==> src/hw/alu_pkg.sv <==
package alu_pkg;

    // bit 4 is the carry-in or shift-in and is left at zero here
    typedef enum logic [4:0] {
        ADD   = 5'b00000,  // A equal to B gives a left shift
        SUB   = 5'b11000,  // carry comes out as the inverted borrow
        XOR   = 5'b00100,
        XNOR  = 5'b01100,  // with A at zero this is NOT B
        COMP  = 5'b01000,  // A-B-1 so a carry means A is greater than B
        AND   = 5'b00101,
        OR    = 5'b00110,
        RSHFT = 5'b00111   // B moves right by one and A is ignored
    } alu_cmd_e;

    // field view of the same five command bits
    typedef struct packed {
        logic       carry_in;       // also the bit shifted in at the top
        logic       b_inv;          // invert operand B before the adder
        logic       carry_disable;  // logical ops ignore the carry chain
        logic [1:0] mux_sel;        // per-bit result select
    } alu_ctrl_t;

    localparam int SLICE_WIDTH = 4;

    // register map of the AXI4-Lite slave
    localparam logic [31:0] ADDR_OPA    = 32'h00;
    localparam logic [31:0] ADDR_OPB    = 32'h04;
    localparam logic [31:0] ADDR_CMD    = 32'h08;
    localparam logic [31:0] ADDR_RESULT = 32'h0C;
    localparam logic [31:0] ADDR_FLAGS  = 32'h10;

    // bit positions in the flags register
    localparam int FLAG_CARRY = 0;
    localparam int FLAG_ZERO  = 1;
    localparam int FLAG_ONES  = 2;
    localparam int FLAG_SIGN  = 3;

endpackage

==> src/hw/alu_result_collect.sv <==
`timescale 1ns/10ps

module alu_result_collect #(
    parameter int num_slices = 4
) (
    input  logic                                       clk,
    input  logic                                       reset,
    input  logic                                       start,
    input  logic [alu_pkg::SLICE_WIDTH*num_slices-1:0] res,
    input  logic                                       carry_out,
    input  alu_pkg::alu_ctrl_t                         cmd,
    output logic [alu_pkg::SLICE_WIDTH*num_slices-1:0] result,
    output logic [3:0]                                 flags
);
    import alu_pkg::*;

    localparam int data_w = SLICE_WIDTH * num_slices;

    logic [3:0] next_flags;

    // flags are derived from the same slice outputs that get captured
    always_comb begin
        next_flags             = '0;
        next_flags[FLAG_CARRY] = carry_out & ~cmd.carry_disable;  // logical ops report no carry
        next_flags[FLAG_ZERO]  = (res == '0);
        next_flags[FLAG_ONES]  = &res;                 // A equals B during COMP
        next_flags[FLAG_SIGN]  = res[data_w-1];
    end

    always_ff @(posedge clk) begin
        if (reset) begin
            result <= '0;
            flags  <= '0;
        end else if (start) begin
            result <= res;
            flags  <= next_flags;
        end
    end

    // the front end must wait for the response before it can start again
    a_start_single: assert property (@(posedge clk) disable iff (reset)
        start |=> !start);

endmodule

==> config.mk <==
export PLATFORM = sky130hd
export DESIGN_NAME = alu_result_collect
export DESIGN_NICKNAME = d
export VERILOG_FILES = /design/src/hw/alu_pkg.sv /design/src/hw/alu_result_collect.sv
export SDC_FILE = /design/constraint.sdc
export NUM_CORES = 1
export LEC_CHECK = 0
export ABC_AREA = 0
export BUFFER_PORTS_ARGS = -buffer_cell sky130_fd_sc_hd__buf_2
export CAP_MARGIN = 10
export CORE_UTILIZATION = 41
export CTS_CLUSTER_DIAMETER = 200
export CTS_CLUSTER_SIZE = 16
export DETAILED_ROUTE_END_ITERATION = 16
export PLACE_DENSITY_LB_ADDON = 0.12
export REMOVE_ABC_BUFFERS = 1
export SYNTH_ARGS = -nofsm -noshare
export SYNTH_HDL_FRONTEND = slang
export SYNTH_SLANG_ARGS = --single-unit
==> constraint.sdc <==
create_clock -name clk -period 1 [get_ports clk]
set_clock_uncertainty 0.15 [all_clocks]
set_input_delay 0.15 -clock clk [delete_from_list [all_inputs] [get_ports clk]]
set_output_delay 0.15 -clock clk [all_outputs]
set_load 0.02 [all_outputs]
==> flow_metrics.tcl <==
set metrics [dict create \
    status "finished, violations left" \
    violations "hold timing, setup timing" \
    ys_seq_area_frac 0.491 \
    rows 15 \
    die_w_microns 45.5 \
    syn_avg_cell_area_sq_um 10.3 \
    max_stage_delay_ps 370 \
    path_clk_slew_ps 100 \
    avgViaCountPerCell 4.90 \
    maxCapViolations 0 \
    power_per_cell_area_nw_per_um2 1190 \
    layout_common_cells "buf_2, buf_6, dfxtp_2, nor2_1, mux2i_1" \
    synthDistinctLibCells 18 \
    insertion_delay_ps 290 \
    antenna_found_initial 0 \
    core_sq_um 1750 \
    hp-class "in2reg" \
    synth-warning-count 0 \
    holdWs_ps -34.6 \
    start_util 0.444 \
    cp-start-kind "flop" \
    cp_top_family "flip-flops" \
    detail_route.first_pass.iterations 4 \
    slew_violations 0 \
    remaining_drc_errors 0 \
    nNetsFinal 162 \
    max_freq_ghz 0.925 \
    final.fill_count 133 \
    wl_met3_microns 81 \
    top_layer "met3" \
    wl_per_cell_microns 12.3 \
    met1_length_microns 857 \
    wl_microns 1980 \
    seq_area_sq_um 404 \
    multi_input_area_sq_um 354 \
    dr_wl_met2_microns 1040 \
    syn_to_final_growth_pct 73.8 \
    cts_tree "yes" \
    diodes 0 \
    hold_path_depth 3 \
    place_area_sq_um 1040 \
    root_buffer "clkbuf_4" \
    clk_path_buf_depth 2 \
    dr_total_vias 789 \
    timing.setup.tns_ps -1160 \
    period_needed_ps 1080 \
    synthesis.area_sq_um 774 \
    ir_drop_v 0.000907 \
    grt_pass1_wl_microns 3130 \
    setup_viol_count_final 20 \
    tightest_slew_ps 261 \
    antenna_left 0 \
    slowest_stage "dfxtp_2" \
    rsz0062_at_grt "yes" \
    grt_pass1_vias 773 \
    numPortBuffers 40 \
    die_h_microns 45.5 \
    fin_util 0.771 \
    postLayoutCellArea_sq_um 1350 \
    pin_count 45 \
    hold_viol_final 1 \
    clkSinkCount 19 \
    hp-start "cmd[2]" \
    cts-buffers-inserted 3 \
    whs_endpoint "flags[0]" \
    period_share 1.08 \
    dieArea_sq_um 2070 \
    p_leak_nw 0.625 \
    path_class "reg2out" \
    reg2reg_depth 3 \
    layout-drive-gt1-share 0.559 \
    relSlewSlack 0.824 \
    worst_slack_ps -81.2 \
    grt_use_total 0.210 \
    worstPathArrival_ps 780 \
    drtIter0Drc 8 \
    crit_fanout 3 \
    power_mw 1.60 \
    hpwl_microns 1300 \
    grt.overflow.total 0 \
    critPathRequiredTime_ps 700 \
    crit_chain "buf_6" \
    rr_startpoint "result[15]" \
    ys_seq_elements 19 \
    crit_cells 1 \
    gp_congestion 0.679 \
    crit_buf_inv 1 \
    end_kind "output port" \
    htreeDepth 1 \
    syn-instance-count 75 \
    regToRegSetupSlack_ps 100 \
    worstReg2RegEnd "result[15]" \
    grt_start_max_net_pins 11 \
]
state kept, by name, summed over array words and instances (netlist names):
| name | flops |
|---|---|
| result | 16 |
| flags | 3 |
cells by family after synthesis:
kind of cell    count (synthesis)  synth area share
buf+inv                         5            0.0517
flops                          19             0.491
compound gates                  3            0.0242
simple gates                   32             0.226
mux                            16             0.207
synth_stat cells, drive strengths merged:
library cell  count  share of area
nand4             4          0.032
nand3             1         0.0065
nor4              4          0.057
nor2             17          0.082
nand3b            2          0.019
dfxtp            19           0.49
nand2             1         0.0048
nor3              1         0.0065
a21oi             1         0.0065
o21ai             1         0.0065
nand2b            1         0.0081
a22o              1          0.011
nor3b             1         0.0097
mux2i            16           0.21
buf               5          0.052
cell type report:
| type | instances | share of cell area |
|---|---|---|
| Timing Repair Buffer | 62 | 0.394 |
| Sequential cell | 19 | 0.300 |
| Multi-Input combinational cell | 51 | 0.263 |
| Tap cell | 25 | 0.0232 |
| Clock buffer | 4 | 0.0195 |
power breakdown:
| part | internal (mW) | switching (mW) |
|---|---|---|
| logic | 0.209 | 0.168 |
| registers | 0.804 | 0.0288 |
| clock network | 0.155 | 0.234 |
| total | 1.17 | 0.431 |
routing by layer:
| metal | global-route usage | vias to the layer above |
|---|---|---|
| li1 | - | 387 |
| met5 | 0 | - |
| met2 | 0.380 | 29 |
| met4 | 0.0727 | 0 |
| met3 | 0.0357 | 0 |
| met1 | 0.246 | 373 |
metrics by stage:
step                      setup WS [ps]  std cells
after global placement            -46.6        143
after detailed placement          -65.5        143
after global routing               -122        161
after CTS                         -80.3        163
after floorplan                    44.4         70
final                             -81.2        161
what timing repair did:
item | CTS | global route
hold endpoints to repair | 14 | 1
hold buffers | 13 | 1
pin swaps | 0 | 1
gates resized for setup | 59 | 0
setup buffers | 3 | 0
setup endpoints to repair | 20 | 23
how the worst max path moves through the flow:
stage | startpoint | slack (ps) | end
floorplan | result[15] | 40 | result[15]
global placement | start | -50 | result[10]
detailed placement | start | -70 | result[4]
CTS | result[15] | -80 | flags[3]
global route | result[15] | -120 | flags[3]
finish | result[15] | -80 | flags[3]
No activity file was read; power rests on OpenSTA's default activity.
