===== config.mk =====
export PLATFORM = sky130hd
export DESIGN_NAME = alu_axil_regs
export DESIGN_NICKNAME = d
export VERILOG_FILES = /design/src/hw/alu_pkg.sv /design/src/hw/alu_axil_regs.sv
export SDC_FILE = /design/constraint.sdc
export NUM_CORES = 1
export LEC_CHECK = 0
export ABC_AREA = 1
export BUFFER_PORTS_ARGS = -buffer_cell sky130_fd_sc_hd__clkbuf_2
export CORE_MARGIN = 2
export CORE_UTILIZATION = 40
export DETAILED_ROUTE_END_ITERATION = 16
export PLACE_DENSITY = 0.88
export SLEW_MARGIN = 0
export SYNTH_ARGS = -nofsm -noshare
export SYNTH_HDL_FRONTEND = slang
export SYNTH_SLANG_ARGS = --single-unit

===== constraint.sdc =====
create_clock -name clk -period 1.1 [get_ports clk]
set_input_delay 0.165 -clock clk [delete_from_list [all_inputs] [get_ports clk]]
set_output_delay 0.165 -clock clk [all_outputs]
set_load 0.02 [all_outputs]

===== src/hw/alu_pkg.sv =====
package alu_pkg;

    // bit 4 is the carry-in or shift-in and is left at zero here
    typedef enum logic [4:0] {
        ADD   = 5'b00000,  // A equal to B gives a left shift
        SUB   = 5'b11000,  // carry comes out as the inverted borrow
        XOR   = 5'b00100,
        XNOR  = 5'b01100,  // with A at zero this is NOT B
        COMP  = 5'b01000,  // A-B-1 so a carry means A is greater than B
        AND   = 5'b00101,
        OR    = 5'b00110,
        RSHFT = 5'b00111   // B moves right by one and A is ignored
    } alu_cmd_e;

    // field view of the same five command bits
    typedef struct packed {
        logic       carry_in;       // also the bit shifted in at the top
        logic       b_inv;          // invert operand B before the adder
        logic       carry_disable;  // logical ops ignore the carry chain
        logic [1:0] mux_sel;        // per-bit result select
    } alu_ctrl_t;

    localparam int SLICE_WIDTH = 4;

    // register map of the AXI4-Lite slave
    localparam logic [31:0] ADDR_OPA    = 32'h00;
    localparam logic [31:0] ADDR_OPB    = 32'h04;
    localparam logic [31:0] ADDR_CMD    = 32'h08;
    localparam logic [31:0] ADDR_RESULT = 32'h0C;
    localparam logic [31:0] ADDR_FLAGS  = 32'h10;

    // bit positions in the flags register
    localparam int FLAG_CARRY = 0;
    localparam int FLAG_ZERO  = 1;
    localparam int FLAG_ONES  = 2;
    localparam int FLAG_SIGN  = 3;

endpackage


===== src/hw/alu_axil_regs.sv =====
`timescale 1ns/10ps

module alu_axil_regs #(
    parameter int num_slices = 4
) (
    input  logic        clk,
    input  logic        reset,
    input  logic [31:0] awaddr,
    input  logic        awvalid,
    output logic        awready,
    input  logic [31:0] wdata,
    input  logic [3:0]  wstrb,
    input  logic        wvalid,
    output logic        wready,
    output logic [1:0]  bresp,
    output logic        bvalid,
    input  logic        bready,
    input  logic [31:0] araddr,
    input  logic        arvalid,
    output logic        arready,
    output logic [31:0] rdata,
    output logic [1:0]  rresp,
    output logic        rvalid,
    input  logic        rready,
    output logic [alu_pkg::SLICE_WIDTH*num_slices-1:0] opa,
    output logic [alu_pkg::SLICE_WIDTH*num_slices-1:0] opb,
    output alu_pkg::alu_ctrl_t                         cmd,
    output logic                                       start,
    input  logic [alu_pkg::SLICE_WIDTH*num_slices-1:0] result,
    input  logic [3:0]                                 flags
);
    import alu_pkg::*;

    localparam int data_w = SLICE_WIDTH * num_slices;
    localparam logic [1:0] RESP_OKAY   = 2'b00;
    localparam logic [1:0] RESP_SLVERR = 2'b10;

    logic        wr_accept;
    logic        wr_fire;
    logic        wr_take;
    logic        wr_known;
    logic        cmd_write;
    logic        rd_fire;
    logic        rd_known;
    logic [31:0] rd_word;

    // a pending response covers both bvalid and the start cycle of a command
    assign wr_accept = awvalid && wvalid && !awready && !bvalid && !start;
    assign wr_fire   = awvalid && wvalid && awready && wready;
    assign wr_take   = wr_fire && (wstrb != 4'b0000);  // any lane set writes the full word
    assign wr_known  = awaddr inside {ADDR_OPA, ADDR_OPB, ADDR_CMD, ADDR_RESULT, ADDR_FLAGS};
    assign cmd_write = wr_take && (awaddr == ADDR_CMD);

    always_ff @(posedge clk) begin
        if (reset) begin
            awready <= 1'b0;
            wready  <= 1'b0;
            bvalid  <= 1'b0;
            start   <= 1'b0;
            opa     <= '0;
            opb     <= '0;
            cmd     <= '0;
        end else begin
            awready <= wr_accept;
            wready  <= wr_accept;
            start   <= cmd_write;  // single cycle strobe
            if (wr_take && awaddr == ADDR_OPA) begin
                opa <= wdata[data_w-1:0];
            end
            if (wr_take && awaddr == ADDR_OPB) begin
                opb <= wdata[data_w-1:0];
            end
            if (cmd_write) begin
                cmd <= alu_ctrl_t'(wdata[4:0]);
            end
            if (bvalid && bready) begin
                bvalid <= 1'b0;
            end
            if (start || (wr_fire && !cmd_write)) begin
                bvalid <= 1'b1;  // a command answers on the edge the collector captures
            end
        end
    end

    always_ff @(posedge clk) begin
        if (wr_fire) begin
            bresp <= wr_known ? RESP_OKAY : RESP_SLVERR;
        end
    end

    assign arready = !rvalid;  // one read in flight at a time
    assign rd_fire = arvalid && arready;

    always_comb begin
        rd_known = 1'b1;
        case (araddr)
            ADDR_OPA:    rd_word = 32'(opa);
            ADDR_OPB:    rd_word = 32'(opb);
            ADDR_CMD:    rd_word = 32'(cmd);
            ADDR_RESULT: rd_word = 32'(result);
            ADDR_FLAGS:  rd_word = 32'(flags);
            default: begin
                rd_word  = '0;
                rd_known = 1'b0;
            end
        endcase
    end

    always_ff @(posedge clk) begin
        if (reset) begin
            rvalid <= 1'b0;
        end else if (rd_fire) begin
            rvalid <= 1'b1;
        end else if (rvalid && rready) begin
            rvalid <= 1'b0;
        end
    end

    always_ff @(posedge clk) begin
        if (rd_fire) begin
            rdata <= rd_word;
            rresp <= rd_known ? RESP_OKAY : RESP_SLVERR;
        end
    end

    a_bvalid_hold: assert property (@(posedge clk) disable iff (reset)
        bvalid && !bready |=> bvalid && $stable(bresp));

    a_rdata_hold: assert property (@(posedge clk) disable iff (reset)
        rvalid && !rready |=> rvalid && $stable(rdata) && $stable(rresp));

    a_start_idle: assert property (@(posedge clk) disable iff (reset)
        $rose(start) |-> !bvalid);

endmodule


==> flow_summary.yaml <==
outcome:
  outcome: "finished with violations"
  violations: "setup timing"
yosys:
  ys_seq_area_frac: 0.400
  netlist_top_cells_area: "dfxtp_1 (24%), edfxtp_1 (16%), nand2_1 (15%), nor2_1 (10%), nand3_1 (8.8%)"
  synth-edff-count: 18
  synth_cell_type_count: 26
  synth.most_common_cell: "nand2_1"
  avgSynthCellArea_sq_um: 6.76
  yosys.area.top_type: "dfxtp_1"
  netlist.area_leader.share: 0.241
  syn_area_sq_um: 3400
  syn_inst: 503
  async_flop_share: 0
  ys_seq_elements: 59
  synthFlopType: "dfxtp_1"
  ys_top_cells_by_count: "nand2_1 (133), nor2_1 (94), nand3_1 (60), inv_1 (50), dfxtp_1 (41)"
  ys_warn_count: 0
clock_network:
  cts_tree: "built"
  clock_latency_ns: 0.33
  clkTransAtPathRegs_ns: 0.07
  cts_buffers: 9
  cts_sinks: 59
  clockBufferDepth: 2
  ctsHtreeMaxLevel: 3
  root_buffer: "clkbuf_8"
  holdBufCountCts: 0
min_path:
  hold_path_depth: 2
  worstHoldPathType: "primary input to flip-flop"
  worstHoldStart: "reset"
  holdPathEnd: "wready"
global_routing:
  grt_use_total: 0.213
  grt_pass1_wl_microns: 15400
  grt_max_degree: 39
  grt_pass1_vias: 3428
  antenna_found_initial: 0
  overflow: 0
setup_path:
  critical_path_class: "flip-flop to flip-flop"
  reg2reg_slack_ns: -0.12
  cp_data_required_time_ns: 1.36
  timing.rr.start: "wready"
  startpoint_type: "flip-flop"
  endpoint_kind: "flip-flop"
  crit_arrival_ns: 1.49
  r2r_end: "opb[13]"
  cp_max_fo: 16
  r2r_cells: 7
cells_and_area:
  nNetsFinal: 822
  antennaDiodeCount: 0
  area_growth_pct: 44.6
  drive_gt1_frac: 0.386
  design_area_sq_um: 4920
  multi_input_area_sq_um: 1690
  nFillCells: 739
  seq_area_sq_um: 1380
placed_design:
  hpwlAfterDp_microns: 7560
  gp_congestion: 0.888
  dpl-instance-area_sq_um: 4600
  port-buffer-count: 171
  dpl_worst_slack_ns: -0.245
floorplan:
  die_x_microns: 96.2
  rows: 33
  ioPinCount: 206
  core_area_sq_um: 8220
  start_util: 0.414
  die_y_microns: 96.2
  die_area_sq_um: 9260
route:
  wl_microns: 9680
  ant_nets: 0
  wl_per_cell_microns: 12.0
  viasPerCell: 4.62
  first_iter_violations: 319
  dr.pass1.iters: 5
  vias: 3719
  drc: 0
timing:
  rsz0062_at_grt: "yes"
  post-route-period-util: 1.11
  finalClockSkew_ns: 0.0102
  drv_slew: 0
  hold_viol: 0
  setup_ws_ns: -0.123
  max_freq_mhz: 818
  setup_viol: 40
  fin_crit_ns: 1.22
pwr:
  powerDensity_nw_per_um2: 979
  vdd_ir_drop_max_v: 0.000507
  leakage_nw: 2.55
  power_mw: 4.81
flow_run:
  drv_cap: 0
stage by stage:
step / util / setup TNS (ns) / hold slack [ns] / std cells
4_1_cts: 0.586 / -3.53 / 0.0279 / 803
3_5_place_dp: 0.560 / -11.47 / 0.395 / 787
6_report: 0.599 / -3.69 / 0.0467 / 805
2_1_floorplan: - / -2.78 / 0.232 / 520
5_1_grt: 0.599 / -7.32 / 0.0337 / 805
3_3_place_gp: 0.560 / -10.49 / 0.379 / 787
worst max-delay path, cell delays in order, from the launching register on:
cell	delay [ns]
dfxtp_4	0.36
inv_4	0.04
nor2_4	0.10
nand3_4	0.12
nor2_8	0.16
clkbuf_16	0.20
a21oi_1	0.07
nor2_1	0.11
cell usage in the layout (no fill, tap or decap), drive strengths merged:
master | synthesis | routed
edfxtp | 18 | 18
nand3 | 61 | 61
nand2 | 137 | 137
buf | 37 | 56
nor2 | 106 | 106
clkinvlp | 0 | 3
a21oi | 34 | 34
bufinv | 0 | 1
nor3 | 3 | 3
clkinv | 0 | 3
nand4 | 2 | 2
dfxtp | 41 | 41
conb | 1 | 18
inv | 58 | 58
nor4 | 2 | 2
o21a | 1 | 1
clkbuf | 1 | 155
o21ai | 1 | 1
flip-flops by register name (all words and copies together) (netlist names):
signal and flops:
opa 16, opb 16, rdata 16, cmd 5
bresp 1, bvalid 1, rresp 1, rvalid 1
start 1, wready 1
worst max-delay path by stage:
| stage | startpoint | endpoint | cells after the start |
|---|---|---|---|
| 6_report | wready | opb[13] | 7 |
| 5_1_grt | wready | opb[4] | 7 |
| 4_1_cts | wready | opb[4] | 7 |
| 3_5_place_dp | araddr[11] | rdata[5] | 11 |
| 3_3_place_gp | araddr[17] | rdata[0] | 11 |
| 2_1_floorplan | wready | cmd[0] | 8 |
area by class of cell:
cell class / instances / share of cell area
Clock buffer: 9 / 0.0252
Clock inverter: 7 / 0.0137
Inverter: 58 / 0.0496
Multi-Input combinational cell: 365 / 0.343
Sequential cell: 59 / 0.280
Tap cell: 105 / 0.0267
Timing Repair Buffer: 202 / 0.262
layer usage:
metal	wire length [microns]	share of wire	global-route usage
met4	165	0.017	0.0762
met5	0	0	0
met2	4770	0.49	0.358
met3	840	0.087	0.0572
met1	3910	0.40	0.262
power breakdown:
| part | switching [mW] | internal (mW) | total (mW) |
|---|---|---|---|
| clock | 0.862 | 1.04 | 1.90 |
| combinational | 0.352 | 0.275 | 0.627 |
| sequential | 0.0137 | 2.27 | 2.29 |
cell families (layout without fill, tap and decap cells):
logic type	Yosys count	in the layout	share of synthesized area
AO/OA/AOI/OAI	36	36	0.0537
buffers and inverters	96	276	0.146
AND/OR/NAND/NOR	311	311	0.399
flip-flops	59	59	0.400
other	1	18	0.00110
repair_timing:
action	in CTS	in global routing
buffers inserted	0	1
pin swaps	0	3
setup endpoints to repair	42	80
gates cloned	0	1
resized for setup	5	54
Power figures use the tool's default switching activity.
